File: src/zr_csr_pkg.sv
// CSR subsystem package
// Widths, CSR addresses, op and debug state encodings,
// request and counter structs shared by all blocks

package zr_csr_pkg;

  //////////////////////////////////////////////////
  // Widths
  //////////////////////////////////////////////////

  // Data word on CSR and debug buses
  typedef logic [31:0] word_t;
  // CSR address space
  typedef logic [11:0] csr_addr_t;
  // Debug bus byte address
  typedef logic [14:0] dbg_addr_t;

  // Default and maximum counter width
  localparam int unsigned PERF_CNT_WIDTH = 32;
  typedef logic [PERF_CNT_WIDTH-1:0] cnt_t;

  //////////////////////////////////////////////////
  // Encodings
  //////////////////////////////////////////////////

  typedef enum logic [1:0] {
    CSR_OP_NONE  = 2'b00,
    CSR_OP_WRITE = 2'b01,
    CSR_OP_SET   = 2'b10,
    CSR_OP_CLEAR = 2'b11
  } csr_op_e;

  typedef enum logic {
    DBG_RUNNING = 1'b0,
    DBG_HALTED  = 1'b1
  } dbg_state_e;

  //////////////////////////////////////////////////
  // Structs
  //////////////////////////////////////////////////

  // Single-cycle CSR request of 47 bits
  typedef struct packed {
    logic      access;
    csr_op_e   op;
    csr_addr_t addr;
    word_t     wdata;
  } csr_req_t;

  // Counter values zero-extended to the full width
  typedef struct packed {
    cnt_t cycles;
    cnt_t loads;
    cnt_t stores;
  } perf_cnt_t;

  // CSR map
  localparam csr_addr_t CSR_MSTATUS     = 12'h300;
  localparam csr_addr_t CSR_MSCRATCH    = 12'h340;
  localparam csr_addr_t CSR_MEPC        = 12'h341;
  localparam csr_addr_t CSR_PCCR_CYCLES = 12'h780;
  localparam csr_addr_t CSR_PCCR_LOADS  = 12'h781;
  localparam csr_addr_t CSR_PCCR_STORES = 12'h782;
  localparam csr_addr_t CSR_MHARTID     = 12'hF14;

  // Global interrupt enable position in mstatus
  localparam int unsigned MSTATUS_MIE_BIT = 3;

  // Bit 14 of the debug address picks the CSR region
  localparam int unsigned DBG_CSR_BIT   = 14;
  localparam dbg_addr_t   DBG_CTRL_ADDR = 15'h0000;

endpackage
File: src/zr_csr_subsystem.sv
// CSR subsystem top level
// Debug bus slave, performance counters and CSR register block,
// debug CSR accesses muxed into the core CSR path

`timescale 1ns/1ps

module zr_csr_subsystem
  import zr_csr_pkg::*;
#(
  parameter int unsigned COUNTER_WIDTH = PERF_CNT_WIDTH
) (
  input  logic       clk_i,
  input  logic       rst_n_i,

  // Static IDs
  input  logic [3:0] core_id_i,
  input  logic [5:0] cluster_id_i,

  // Core CSR port
  input  csr_req_t   core_csr_req_i,
  output word_t      csr_rdata_o,

  // Data bus events
  input  logic       data_req_i,
  input  logic       data_gnt_i,
  input  logic       data_we_i,

  // Interrupt control
  output logic       irq_enable_o,
  output word_t      mepc_o,

  // Debug bus
  input  logic       debug_req_i,
  output logic       debug_gnt_o,
  output logic       debug_rvalid_o,
  input  dbg_addr_t  debug_addr_i,
  input  logic       debug_we_i,
  input  word_t      debug_wdata_i,
  output word_t      debug_rdata_o,
  output logic       debug_halted_o,
  input  logic       debug_halt_i,
  input  logic       debug_resume_i
);

  csr_req_t  dbg_csr_req;
  perf_cnt_t perf_cnt;

  //////////////////////////////////////////////////
  // Debug slave
  //////////////////////////////////////////////////

  zr_dbg_bus_slave dbg_bus_slave_i (
    .clk_i          ( clk_i          ),
    .rst_n_i        ( rst_n_i        ),
    .debug_req_i    ( debug_req_i    ),
    .debug_gnt_o    ( debug_gnt_o    ),
    .debug_rvalid_o ( debug_rvalid_o ),
    .debug_we_i     ( debug_we_i     ),
    .debug_addr_i   ( debug_addr_i   ),
    .debug_wdata_i  ( debug_wdata_i  ),
    .debug_rdata_o  ( debug_rdata_o  ),
    .debug_halt_i   ( debug_halt_i   ),
    .debug_resume_i ( debug_resume_i ),
    .debug_halted_o ( debug_halted_o ),
    .csr_req_o      ( dbg_csr_req    ),
    // Shared read data owned by debug when it accesses
    .csr_rdata_i    ( csr_rdata_o    )
  );

  // Cycle count frozen while halted
  zr_perf_counters #(
    .COUNTER_WIDTH ( COUNTER_WIDTH )
  ) perf_counters_i (
    .clk_i      ( clk_i          ),
    .rst_n_i    ( rst_n_i        ),
    .halted_i   ( debug_halted_o ),
    .data_req_i ( data_req_i     ),
    .data_gnt_i ( data_gnt_i     ),
    .data_we_i  ( data_we_i      ),
    .perf_cnt_o ( perf_cnt       )
  );

  //////////////////////////////////////////////////
  // CSR registers
  //////////////////////////////////////////////////

  zr_csr_regs #(
    .COUNTER_WIDTH ( COUNTER_WIDTH )
  ) csr_regs_i (
    .clk_i        ( clk_i          ),
    .rst_n_i      ( rst_n_i        ),
    .core_id_i    ( core_id_i      ),
    .cluster_id_i ( cluster_id_i   ),
    .core_req_i   ( core_csr_req_i ),
    .dbg_req_i    ( dbg_csr_req    ),
    .csr_rdata_o  ( csr_rdata_o    ),
    .perf_cnt_i   ( perf_cnt       ),
    .irq_enable_o ( irq_enable_o   ),
    .mepc_o       ( mepc_o         )
  );

endmodule

File: src/zr_csr_regs.sv
// CSR register block
// Muxes debug over core requests, holds mstatus.MIE, mscratch and mepc,
// serves counters and hart ID; reads combinational, writes on the edge

`timescale 1ns/1ps

module zr_csr_regs
  import zr_csr_pkg::*;
#(
  parameter int unsigned COUNTER_WIDTH = PERF_CNT_WIDTH
) (
  input  logic       clk_i,
  input  logic       rst_n_i,

  // Static IDs
  input  logic [3:0] core_id_i,
  input  logic [5:0] cluster_id_i,

  // Requesters
  input  csr_req_t   core_req_i,
  input  csr_req_t   dbg_req_i,
  output word_t      csr_rdata_o,

  // Counter values
  input  perf_cnt_t  perf_cnt_i,

  // Interrupt control
  output logic       irq_enable_o,
  output word_t      mepc_o
);

  csr_req_t req;
  word_t    rdata;
  word_t    wdata_new;
  logic     wr_en;
  word_t    hartid;

  logic     mie_q;
  word_t    mscratch_q;
  word_t    mepc_q;

  //////////////////////////////////////////////////
  // Request arbitration
  //////////////////////////////////////////////////

  // Debug request takes the port in a collision
  assign req = dbg_req_i.access ? dbg_req_i : core_req_i;

  // Cluster in 10:5 and core in 3:0
  assign hartid = {21'b0, cluster_id_i, 1'b0, core_id_i};

  //////////////////////////////////////////////////
  // Read mux
  //////////////////////////////////////////////////

  always_comb begin
    rdata = '0;
    case (req.addr)
      CSR_MSTATUS: begin
        rdata[MSTATUS_MIE_BIT] = mie_q;
      end
      CSR_MSCRATCH:    rdata = mscratch_q;
      CSR_MEPC:        rdata = mepc_q;
      // Narrow counters read zero-extended
      CSR_PCCR_CYCLES: rdata = word_t'(perf_cnt_i.cycles[COUNTER_WIDTH-1:0]);
      CSR_PCCR_LOADS:  rdata = word_t'(perf_cnt_i.loads[COUNTER_WIDTH-1:0]);
      CSR_PCCR_STORES: rdata = word_t'(perf_cnt_i.stores[COUNTER_WIDTH-1:0]);
      CSR_MHARTID:     rdata = hartid;
      default:         rdata = '0;
    endcase
  end

  // Old value visible in the request cycle
  assign csr_rdata_o = rdata;

  //////////////////////////////////////////////////
  // Write ops
  //////////////////////////////////////////////////

  always_comb begin
    wdata_new = rdata;
    wr_en     = req.access;
    case (req.op)
      CSR_OP_WRITE: wdata_new = req.wdata;
      CSR_OP_SET:   wdata_new = rdata | req.wdata;
      CSR_OP_CLEAR: wdata_new = rdata & ~req.wdata;
      default: begin
        // Plain read
        wr_en = 1'b0;
      end
    endcase
  end

  // Read-only and unmapped addresses fall through unchanged
  always_ff @(posedge clk_i) begin
    if (!rst_n_i) begin
      mie_q      <= 1'b0;
      mscratch_q <= '0;
      mepc_q     <= '0;
    end else if (wr_en) begin
      case (req.addr)
        CSR_MSTATUS: begin
          mie_q <= wdata_new[MSTATUS_MIE_BIT];
        end
        CSR_MSCRATCH: begin
          mscratch_q <= wdata_new;
        end
        CSR_MEPC: begin
          // Word aligned return address
          mepc_q <= {wdata_new[31:2], 2'b00};
        end
        default: begin
        end
      endcase
    end
  end

  assign irq_enable_o = mie_q;
  assign mepc_o       = mepc_q;

endmodule

File: src/zr_perf_counters.sv
// Performance counters
// Cycle count while running, plus granted loads and stores
// seen on the data bus, all wrapping

`timescale 1ns/1ps

module zr_perf_counters
  import zr_csr_pkg::*;
#(
  parameter int unsigned COUNTER_WIDTH = PERF_CNT_WIDTH
) (
  input  logic      clk_i,
  input  logic      rst_n_i,

  // Core state from the debug slave
  input  logic      halted_i,

  // Data bus handshake
  input  logic      data_req_i,
  input  logic      data_gnt_i,
  input  logic      data_we_i,

  output perf_cnt_t perf_cnt_o
);

  // Counter slots
  localparam int unsigned CNT_CYCLES = 0;
  localparam int unsigned CNT_LOADS  = 1;
  localparam int unsigned CNT_STORES = 2;
  localparam int unsigned N_CNT      = 3;

  logic                     data_xfer;
  logic [N_CNT-1:0]         cnt_inc;
  logic [COUNTER_WIDTH-1:0] cnt_q [N_CNT];

  //////////////////////////////////////////////////
  // Event detection
  //////////////////////////////////////////////////

  // Accepted transfer on the data bus
  assign data_xfer = data_req_i & data_gnt_i;

  assign cnt_inc[CNT_CYCLES] = ~halted_i;
  assign cnt_inc[CNT_LOADS]  = data_xfer & ~data_we_i;
  assign cnt_inc[CNT_STORES] = data_xfer & data_we_i;

  //////////////////////////////////////////////////
  // Counters
  //////////////////////////////////////////////////

  // Count lands one cycle after the event
  always_ff @(posedge clk_i) begin
    if (!rst_n_i) begin
      for (int i = 0; i < N_CNT; i++) begin
        cnt_q[i] <= '0;
      end
    end else begin
      for (int i = 0; i < N_CNT; i++) begin
        if (cnt_inc[i]) begin
          // Wraps at 2**COUNTER_WIDTH
          cnt_q[i] <= cnt_q[i] + 1'b1;
        end
      end
    end
  end

  // Zero-extend to the struct width
  assign perf_cnt_o.cycles = cnt_t'(cnt_q[CNT_CYCLES]);
  assign perf_cnt_o.loads  = cnt_t'(cnt_q[CNT_LOADS]);
  assign perf_cnt_o.stores = cnt_t'(cnt_q[CNT_STORES]);

endmodule

File: src/zr_dbg_bus_slave.sv
// Debug bus slave
// Grants every request at once, returns read data one cycle later,
// runs the halt FSM and turns CSR-region accesses into CSR requests

`timescale 1ns/1ps

module zr_dbg_bus_slave
  import zr_csr_pkg::*;
(
  input  logic      clk_i,
  input  logic      rst_n_i,

  // Debug bus
  input  logic      debug_req_i,
  output logic      debug_gnt_o,
  output logic      debug_rvalid_o,
  input  logic      debug_we_i,
  input  dbg_addr_t debug_addr_i,
  input  word_t     debug_wdata_i,
  output word_t     debug_rdata_o,

  // Halt control
  input  logic      debug_halt_i,
  input  logic      debug_resume_i,
  output logic      debug_halted_o,

  // CSR port towards the register block
  output csr_req_t  csr_req_o,
  input  word_t     csr_rdata_i
);

  dbg_state_e state_q, state_d;

  logic  csr_sel;
  logic  ctrl_sel;
  logic  ctrl_wr;
  logic  halt_req;
  logic  resume_req;
  word_t rdata_d;
  word_t rdata_q;
  logic  rvalid_q;

  //////////////////////////////////////////////////
  // Address decode
  //////////////////////////////////////////////////

  // No wait states on this slave
  assign debug_gnt_o = debug_req_i;

  assign csr_sel  = debug_addr_i[DBG_CSR_BIT];
  assign ctrl_sel = (debug_addr_i == DBG_CTRL_ADDR);
  assign ctrl_wr  = debug_req_i & ctrl_sel & debug_we_i;

  // Word address inside the CSR region
  always_comb begin
    csr_req_o.access = debug_req_i & csr_sel;
    csr_req_o.op     = debug_we_i ? CSR_OP_WRITE : CSR_OP_NONE;
    csr_req_o.addr   = csr_addr_t'(debug_addr_i[DBG_CSR_BIT-1:2]);
    csr_req_o.wdata  = debug_wdata_i;
  end

  //////////////////////////////////////////////////
  // Halt FSM
  //////////////////////////////////////////////////

  // Control word bit 0 halts and bit 1 resumes
  assign halt_req   = debug_halt_i | (ctrl_wr & debug_wdata_i[0]);
  assign resume_req = debug_resume_i | (ctrl_wr & debug_wdata_i[1]);

  always_comb begin
    state_d = state_q;
    case (state_q)
      DBG_RUNNING: begin
        if (halt_req) begin
          state_d = DBG_HALTED;
        end
      end
      DBG_HALTED: begin
        // Halt has priority over resume
        if (resume_req && !halt_req) begin
          state_d = DBG_RUNNING;
        end
      end
      default: state_d = DBG_RUNNING;
    endcase
  end

  always_ff @(posedge clk_i) begin
    if (!rst_n_i) begin
      state_q <= DBG_RUNNING;
    end else begin
      state_q <= state_d;
    end
  end

  assign debug_halted_o = (state_q == DBG_HALTED);

  //////////////////////////////////////////////////
  // Read response
  //////////////////////////////////////////////////

  // Unmapped debug addresses read zero
  always_comb begin
    rdata_d = '0;
    if (csr_sel) begin
      rdata_d = csr_rdata_i;
    end else if (ctrl_sel) begin
      rdata_d[0] = debug_halted_o;
    end
  end

  // Rvalid follows each grant by exactly one cycle
  always_ff @(posedge clk_i) begin
    if (!rst_n_i) begin
      rvalid_q <= 1'b0;
    end else begin
      rvalid_q <= debug_gnt_o;
    end
  end

  // Payload captured on grant only
  always_ff @(posedge clk_i) begin
    if (debug_gnt_o) begin
      rdata_q <= rdata_d;
    end
  end

  assign debug_rvalid_o = rvalid_q;
  assign debug_rdata_o  = rdata_q;

endmodule

File: config.mk
export PLATFORM = sky130hd
export DESIGN_NAME = zr_csr_subsystem
export DESIGN_NICKNAME = d
export VERILOG_FILES = /design/src/zr_csr_pkg.sv /design/src/zr_csr_subsystem.sv /design/src/zr_csr_regs.sv /design/src/zr_perf_counters.sv /design/src/zr_dbg_bus_slave.sv
export SDC_FILE = /design/constraint.sdc
export NUM_CORES = 1
export LEC_CHECK = 0
export BUFFER_PORTS_ARGS = -buffer_cell sky130_fd_sc_hd__buf_2
export CORE_ASPECT_RATIO = 1.75
export CORE_MARGIN = 5
export CORE_UTILIZATION = 50
export DETAILED_ROUTE_END_ITERATION = 8
export PLACE_DENSITY = 0.73
export SYNTH_ARGS = -nofsm -noshare
export SYNTH_HDL_FRONTEND = slang
export SYNTH_SLANG_ARGS = --single-unit
File: constraint.sdc
create_clock -name clk_i -period 3.6 [get_ports clk_i]
set_clock_uncertainty 0.15 [all_clocks]
set_input_delay 0.18 -clock clk_i [delete_from_list [all_inputs] [get_ports clk_i]]
set_output_delay 0.18 -clock clk_i [all_outputs]
set_load 0.05 [all_outputs]
## Word level (Yosys, flattened, before mapping)

Memory sizes are Yosys's and may differ from the RTL's.
Index checks and enable logic that the tools add are counted.

- $add $sub $neg: 3
- Multipliers: 0
- Div/mod/pow operators: 0
- $lt $le $gt $ge: 0
- Eq/ne operators: 10
- Shift operators: 0
- Muxes and demuxes: 25
- Bitwise gates (word level): 18
- Reductions and logical operators: 7

Operators by type and width:

| kind | number |
|---|---|
| $pmux W28 S6 | 1 |
| $add A32 B1 Y32 const B | 3 |
| $mux W32 | 3 |
| $pmux W32 S3 | 1 |
| $mux W47 | 1 |
| $eq A12 B10 Y1 const B | 3 |
| $eq A12 B11 Y1 const B | 3 |
| $and A32 B32 Y32 | 1 |
| $not A32 Y32 | 1 |
| $or A32 B32 Y32 | 1 |
| $pmux W3 S6 | 1 |
| $mux W1 | 16 |
| $logic_not A15 Y1 | 1 |
| $eq A12 B12 Y1 const B | 1 |
| $and A1 B1 Y1 | 8 |
| $pmux W1 S7 | 1 |
| $reduce_and A2 Y1 | 3 |
| $or A1 B1 Y1 | 5 |
| $eq A2 B2 Y1 const B | 2 |
| $reduce_or A3 Y1 | 1 |
| $eq A2 B1 Y1 const B | 1 |
| $not A1 Y1 | 2 |
| $pmux W1 S2 | 1 |
| $logic_and A1 B1 Y1 | 1 |
| $logic_not A1 Y1 | 1 |

- Flip-flop bits (word level): 97
- Latch bits: 0
- RAM bits: 96
- Bits in read-only memories: 0
- Memories: 1

Memories:

| name | depth | width | rd ports | clocked after Yosys merged registers in | write ports | RTL line | RTL |
|---|---|---|---|---|---|---|---|
| perf_counters_i.cnt_q | 3 | 32 | 3 | 0 | 3 | zr_perf_counters.sv:34 | `logic [COUNTER_WIDTH-1:0] cnt_q [N_CNT];` |

## Depth between registers and ports, before layout

Gate-level depths: netlist of run 1.

- Word-level depth: 9
- Mapped depth: 11
- Gate-level depth less buffers: 7

## Cells and area by module

A second synthesis of run 1 with hierarchy kept.

- Cells, all modules: 1,368
- Area, all modules: 12,736.0 um2

By module, submodules not included:

| module | instances | cells each | area each (um2) | sequential area each (um2) |
|---|---|---|---|---|
| zr_csr_regs | 1 | 712 | 5,657.9 | 1,261.2 |
| zr_perf_counters | 1 | 526 | 5,416.4 | 2,882.8 |
| zr_dbg_bus_slave | 1 | 130 | 1,661.6 | 1,001.0 |

## Worst setup path after synthesis of run 1

No wires, ideal clock.

- Path type: input to register
- Start: in data_req_i
- End: mem perf_counters_i.cnt_q[0][32] (netlist name), enable pin
- Arrival: 2,521 ps
- Path slack: 463 ps
- Cell stages on the path: 2
- Cells stage by stage: nand2_1 > o21ai_0

RTL lines:

| element | RTL line | RTL |
|---|---|---|
| start: declaration | zr_csr_subsystem.sv:24 | `input logic data_req_i,` |
| end: declaration | zr_perf_counters.sv:34 |  |

## Final worst setup path of run 1

- Start: in debug_req_i
- End: out csr_rdata_o[4]

- Cells in the longest elaborated chain, start to end: 4

RTL lines:

| element | RTL line | RTL |
|---|---|---|
| start: declaration | zr_csr_subsystem.sv:33 | `input logic debug_req_i,` |
| $and A1 B1 Y1 * | zr_dbg_bus_slave.sv:56 | `csr_req_o.access = debug_req_i & csr_sel;` |
| $mux W47 * | zr_csr_regs.sv:47 | `assign req = dbg_req_i.access ? dbg_req_i : core_req_i;` |
| $eq A12 B12 Y1, or another cell as far along | zr_csr_regs.sv:58 | `case (req.addr)` |
| $pmux W28 S6 * | zr_csr_regs.sv:58 |  |
| end: declaration | zr_csr_subsystem.sv:21 | `output word_t csr_rdata_o,` |

Every way passes the cells marked *; elsewhere a longest branch is shown, timed or not.

==> results of run 1 <==
per-stage QoR:
| step | setup slack, ps | setup TNS [ps] | hold slack (ps) |
|---|---|---|---|
| floorplan | 463 | 0 | 142 |
| global placement | 652 | 0 | 309 |
| detailed placement | 619 | 0 | 327 |
| CTS | 50.4 | 0 | 1.72 |
| global route | -2.47 | -2.47 | 18.3 |
| finish | 25.9 | 0 | 11.0 |
worst register-to-register path: cells and delay by family (launching register included):
family / cells / cell delay [ps]
simple gates: 5 / 1560
fa+ha+maj: 1 / 210
xor+xnor: 1 / 170
flops: 1 / 440
logic make-up (layout without fill, tap and decap cells):
group	Yosys count	after routing
xor gates and xnor gates	77	77
and+or+nand+nor	523	523
DFF	193	193
AOI/OAI and AO/OA	359	360
adders and majority gates	3	3
other	1	2
buffers and inverters	115	322
muxes	7	7
layout by cell type (no fill, tap or decap), drive strengths merged, types with 9 or more instances in the layout:
master | Yosys | routed
o22a | 9 | 9
nor2b | 13 | 13
edfxtp | 128 | 128
and2 | 22 | 22
a22oi | 50 | 50
nand2 | 138 | 138
o31ai | 29 | 29
o21ai | 61 | 62
nand4 | 22 | 22
nand3 | 51 | 51
nor3 | 11 | 11
a221o | 10 | 10
nor2 | 161 | 161
xnor2 | 30 | 30
xor2 | 47 | 47
dfxtp | 65 | 65
o2bb2ai | 16 | 16
clkbuf | 55 | 18
dlygate4sd3 | 0 | 21
or3 | 19 | 19
a21oi | 102 | 102
and4 | 9 | 9
and3 | 52 | 52
inv | 24 | 29
a22o | 24 | 24
buf | 36 | 246
sequential cells by signal, summed over array words and instances (netlist names):
register / cells
dbg_bus_slave_i.debug_rdata_o: 32
dbg_bus_slave_i.debug_halted_o: 1
csr_regs_i.irq_enable_o: 1
perf_counters_i.cnt_q: 96
dbg_bus_slave_i.debug_rvalid_o: 1
csr_regs_i.mepc_o: 30
csr_regs_i.mscratch_q: 32
per-layer routing:
metal  share of wire, %  track usage, %  up-vias
met5              0.035               0        -
met3                7.0            4.21      134
met2                 52            48.4      576
met4                5.3            14.6        2
li1                   -               -     5102
met1                 36            31.0     5226
area by class of cell:
type | count | area, um2
Tap cell | 300 | 375
Fill cell | 2035 | 9080
Inverter | 24 | 90.1
Clock buffer | 18 | 429
Sequential cell | 193 | 5140
Clock inverter | 13 | 153
Multi-Input combinational cell | 972 | 5830
Timing Repair Buffer | 267 | 1540
worst max-delay path by stage:
stage,from,slack [ps],endpoint,depth (start not counted)
finish,debug_req_i,30,csr_rdata_o[4],10
global route,debug_req_i,-2,csr_rdata_o[16],10
CTS,debug_req_i,50,csr_rdata_o[21],10
detailed placement,debug_req_i,620,csr_rdata_o[21],9
floorplan,data_req_i,460,perf_counters_i.cnt_q[0][32]$_SDFFCE_PN0P_,2
global placement,debug_req_i,650,csr_rdata_o[21],9
power by group through the flow:
stage / sequential, mW / clock (mW) / combinational [mW]
finish: 2.59 / 1.95 / 0.645
detailed placement: 2.64 / 0 / 0.612
floorplan: 2.65 / 0 / 0.345
global route: 2.60 / 2.06 / 0.694
CTS: 2.59 / 1.96 / 0.634
global placement: 2.63 / 0 / 0.602
repair_timing:
| item | in CTS | in global routing |
|---|---|---|
| buffers inserted | 0 | 0 |
| hold buffers | 21 | 0 |
| endpoints found under the setup margin | 0 | 3 |
| hold endpoints to repair | 37 | 0 |
==> impl_metrics.py, run 1 <==
metrics = {
    "route": {
        "drc": 0,
        "routed_wl_um": 37000,
        "vias": 11000,
        "drtAntennaViolNets": 0,
        "avgRoutedWirePerCell_um": 20.7,
        "drt_iter0_drc": 1176,
        "first_pass_iters": 7,
        "via_per_inst": 6.18,
    },
    "timing": {
        "fin_crit_sh_pct": 99.3,
        "relSlewSlack_pct": 32.4,
        "worst-slew-pin-transition_ps": 1010,
        "slew_viol_final": 0,
        "fin_crit_ps": 3570,
        "setup_viol": 0,
        "hold_viol": 0,
        "rsz0062_at_grt": "true",
        "clock.fmax_mhz": 280,
    },
    "pwr": {
        "switchingPower_mw": 1.45,
        "peakVddDrop_mv": 0.310,
        "p_int_mw": 3.73,
        "power_leakage_nw": 5.40,
        "power_mw": 5.18,
        "p_clk_share_pct": 37.6,
        "p_comb_share_pct": 12.5,
        "p_sw_share_pct": 28.0,
        "sequentialPowerShare_pct": 50.0,
        "power_density_nw_per_um2": 382,
    },
    "yosys": {
        "synth.distinct_cells": 72,
        "synthTopCellsByCount": "161 x nor2_1, 136 x nand2_1, 128 x edfxtp_1, 101 x a21oi_1, 65 x dfxtp_1",
        "yosysSeqAreaShare_pct": 45.0,
        "yosysMostFrequentCell": "nor2_1",
        "netlist_area_um2": 11400,
        "synth_simple_gate_area_share_pct": 22.0,
        "ys_seq_elements": 193,
        "synthTopCellsByArea": "edfxtp_1 34%, dfxtp_1 11%, nor2_1 5.3%",
        "syn_area_per_cell_um2": 8.94,
        "synth-xor-area-share_pct": 5.90,
        "synth_compound_area_share_pct": 21.8,
        "yosys_warnings": 0,
        "synth-adder-area-share_pct": 0.329,
        "async_flop_share_pct": 0,
        "synth_top_family_by_area": "simple AND/OR/NAND/NOR gates",
        "synth-main-ff-cell": "edfxtp_1",
        "synth_top_area_cell": "edfxtp_1",
        "synth_top_area_share_pct": 33.6,
        "synth_cells": 1278,
        "synthMuxAreaShare_pct": 0.646,
        "synth_edf_count": 128,
    },
    "global_route": {
        "grtUsageTotal_pct": 27.1,
        "antenna_found_initial": 1,
        "grt_max_degree": 49,
        "first_global_vias": 10700,
        "grt-ovfl-total": 0,
        "grt_pass1_wl_um": 57500,
    },
    "placement": {
        "dp_hpwl_um": 26900,
        "dp.cells": 1734,
        "place_area_um2": 12800,
        "port_buffers": 210,
        "routabilityCongestion": 0.965,
    },
    "critical_path": {
        "setup.worst_path.end_class": "output port",
        "crit_arrival_ps": 3240,
        "reg2reg_to": "perf_counters_i.cnt_q[0][28]$_SDFFCE_PN0P_",
        "cp_slowest_stage_delay_ps": 520,
        "r2r_cells": 7,
        "crit_type": "input pin to output port",
        "crit_required_ps": 3270,
        "reg2reg_from": "perf_counters_i.cnt_q[0][0]$_SDFFCE_PN0P_",
        "worstPathCellList": "dlygate4sd3_1 > buf_2 > nor4bb_1 > or2_2 > buf_4 > a22oi_1 > o2bb2ai_1 > a22oi_1 > inv_1 > buf_2",
        "worst-path-buf-inv": 5,
        "critPathLaunchType": "input pin",
        "cp_top_family": "buffers and inverters",
        "rrSetupSlack_ps": 800,
        "cp_max_fo": 23,
        "cp_slowest_cell": "dlygate4sd3_1",
    },
    "clock_tree": {
        "insertion_delay_ps": 440,
        "cts_inserted_buffers": 17,
        "root_buffer": "clkbuf_16",
        "htreeDepth": 4,
        "cts_sinks": 193,
        "tritoncts": "done",
        "cts.repair.resized": 0,
        "cts.path.max_buffers": 2,
        "clkTransAtPathRegs_ps": 70,
    },
    "floorplanning": {
        "fp.dieH_um": 210,
        "initial_core_util_pct": 50.4,
        "core_region_area_um2": 22700,
        "dieArea_um2": 26100,
        "ios": 213,
        "die_x_um": 124,
        "rows": 73,
    },
    "cells_and_area": {
        "design_area_um2": 13600,
        "drive_above_1_share_pct": 20.9,
        "area_delta_synth_final_pct": 18.8,
        "antenna_cells": 0,
        "instances_no_fill": 1787,
        "nNetsFinal": 1591,
        "finish.utilization_pct": 59.9,
    },
    "worst_hold_path": {
        "min_from": "cluster_id_i[2]",
        "holdPathStages": 3,
        "min_to": "dbg_bus_slave_i.debug_rdata_o[7]$_SDFFCE_PN0P_",
        "min_path_type": "input pin to flop",
    },
    "run": {
        "max-cap-violations": 0,
    },
    "status": {
        "status": "complete, no violations",
    },
}
No activity file was read; power rests on OpenSTA's default activity.
==> inputs of run 2 (changes only) <==
==> constraint.sdc (replaced) <==
create_clock -name clk_i -period 3.6 [get_ports clk_i]
set_clock_uncertainty 0.15 [all_clocks]
set_input_delay 0.9 -clock clk_i [delete_from_list [all_inputs] [get_ports clk_i]]
set_output_delay 0.9 -clock clk_i [all_outputs]
set_load 0.05 [all_outputs]
==> run 2 against run 1 <==
Net effect:
- the run now ends with negative setup slack left
- largest power group unchanged
- sequential share of layout area fell by 5.5 points
- fmax fell by 3.4%
- non-clock buffer count rose by 139
- final area rose by 17%
- first-iteration DRC count rose by 24%
- core utilization rose by 10 points
- global-route usage rose by 2.9 points
- critical endpoint is now csr_rdata_o[9]
- worst setup slack got worse by 130 ps
==> impl_metrics.py, run 2 (synthesis results as in run 1) <==
metrics = {
    "status": {
        "status": "complete, but fails checks",
        "violations": "negative setup slack",
    },
    "cells_and_area": {
        "instances_no_fill": 1926,
        "nNetsFinal": 1729,
        "largest_register_ffs": 96,
        "antenna_cells": 0,
        "seq_area_um2": 5140,
        "regMostFlops": "perf_counters_i.cnt_q",
        "drive_above_1_share_pct": 34.7,
        "finish.utilization_pct": 70.1,
        "final_common_cell": "buf_2",
        "mostFrequentLayoutCells": "173 x buf_2, 154 x nor2_1, 142 x buf_4",
        "area_delta_synth_final_pct": 39.1,
        "multiInputGateArea_um2": 6390,
        "fill_cells": 1725,
    },
    "critical_path": {
        "critPathLaunchType": "input pin",
        "setup.worst_path.end_class": "output port",
        "rrSetupSlack_ps": 800,
        "r2r_cells": 8,
        "reg2reg_from": "perf_counters_i.cnt_q[0][0]$_SDFFCE_PN0P_",
        "crit_type": "input pin to output port",
        "crit_required_ps": 2550,
        "cp_max_fo": 9,
        "crit_arrival_ps": 2650,
        "reg2reg_to": "perf_counters_i.cnt_q[0][28]$_SDFFCE_PN0P_",
    },
    "timing": {
        "worst-slew-pin-transition_ps": 842,
        "relSlewSlack_pct": 43.4,
        "slew_viol_final": 0,
        "setup_viol": 28,
        "fin_crit_ps": 3700,
        "hold_viol": 0,
        "worst_slack_ps": -100,
        "fin_crit_sh_pct": 103,
        "rsz0062_at_grt": "true",
        "tns_ps": -1490,
        "clock.fmax_mhz": 270,
        "hold-worst-slack_ps": 360,
    },
    "clock_tree": {
        "hold_buffers": 0,
        "htreeDepth": 4,
        "cts_sinks": 193,
        "clkTransAtPathRegs_ps": 80,
        "cts_inserted_buffers": 17,
        "root_buffer": "clkbuf_16",
        "insertion_delay_ps": 460,
        "tritoncts": "done",
        "cts.path.max_buffers": 2,
    },
    "worst_hold_path": {
        "holdPathStages": 2,
        "min_to": "csr_regs_i.mscratch_q[11]$_SDFFE_PN0P_",
        "min_path_type": "flop to flop",
        "min_from": "csr_regs_i.mscratch_q[11]$_SDFFE_PN0P_",
    },
    "placement": {
        "port_buffers": 210,
        "dp.cells": 1838,
        "routabilityCongestion": 0.931,
        "pre_cts_ws_ps": -368,
        "dp_hpwl_um": 29000,
    },
    "floorplanning": {
        "dieArea_um2": 26100,
        "initial_core_util_pct": 50.4,
        "core_region_area_um2": 22700,
        "fp.dieH_um": 210,
        "rows": 73,
        "die_x_um": 124,
        "ios": 213,
    },
    "route": {
        "drt_iter0_drc": 1459,
        "routed_wl_um": 42600,
        "vias": 12000,
        "via_per_inst": 6.21,
        "first_pass_iters": 6,
        "drc": 0,
        "avgRoutedWirePerCell_um": 22.1,
        "drtAntennaViolNets": 0,
    },
    "global_route": {
        "grt-ovfl-total": 0,
        "antenna_found_initial": 0,
        "grt_max_degree": 72,
        "grt_pass1_wl_um": 62700,
        "first_global_vias": 11500,
        "grtUsageTotal_pct": 30.0,
    },
    "pwr": {
        "peakVddDrop_mv": 0.334,
        "power_leakage_nw": 6.38,
        "power_density_nw_per_um2": 336,
    },
    "run": {
        "max-cap-violations": 0,
    },
}
-- run 2: timing repair --
| item | 4_1_cts | 5_1_grt |
|---|---|---|
| cloned | 3 | 7 |
| endpoints found under the setup margin | 32 | 32 |
| resized for setup | 152 | 72 |
| buffers inserted | 22 | 27 |
| pin swaps | 26 | 36 |
-- run 2: critical path, cell delays in order --
cell	delay, ps
buf_12	120
buf_6	110
a211o_4	340
o31ai_4	80
and2_4	240
buf_12	140
a22oi_1	90
buf_4	170
o211a_2	270
inv_4	60
buf_8	130
-- run 2: final cells by class --
type / instances / share of cell area [%]
flip-flops and latches: 193 / 32.4
well taps: 300 / 2.36
clock buffers: 17 / 2.68
inverters: 24 / 0.630
repair buffers: 406 / 20.9
multi-input cells: 971 / 40.2
clock inverters: 15 / 0.851
-- run 2: worst max-delay path by stage --
stage | from | to | slack, ps | cells after the start
2_1_floorplan | debug_req_i | csr_rdata_o[14] | -60 | 8
4_1_cts | debug_req_i | csr_rdata_o[8] | -90 | 11
3_3_place_gp | debug_addr_i[14] | csr_rdata_o[11] | -330 | 9
6_report | debug_req_i | csr_rdata_o[9] | -100 | 11
3_5_place_dp | debug_addr_i[14] | csr_rdata_o[11] | -370 | 9
5_1_grt | core_csr_req_i[36] | csr_rdata_o[4] | -160 | 10
-- run 2: report_power, final --
group,internal (mW),leakage [nW],switching (mW)
clock,0.961,0.271,0.915
sequential,2.48,1.89,0.128
combinational,0.356,4.22,0.506
total,3.79,6.38,1.55
-- run 2: per-layer routing --
metal	track usage, %	routed length, um
met5	0	0
met1	32.9	14500
met3	5.22	3160
met2	53.9	22000
met4	17.9	2880
-- run 2: stage by stage --
step / total power [mW] / cell area, um2
2_1_floorplan: 3.00 / 11500
6_report: 5.34 / 15900
3_3_place_gp: 3.31 / 13800
3_5_place_dp: 3.32 / 13800
4_1_cts: 5.23 / 15100
5_1_grt: 5.49 / 15900
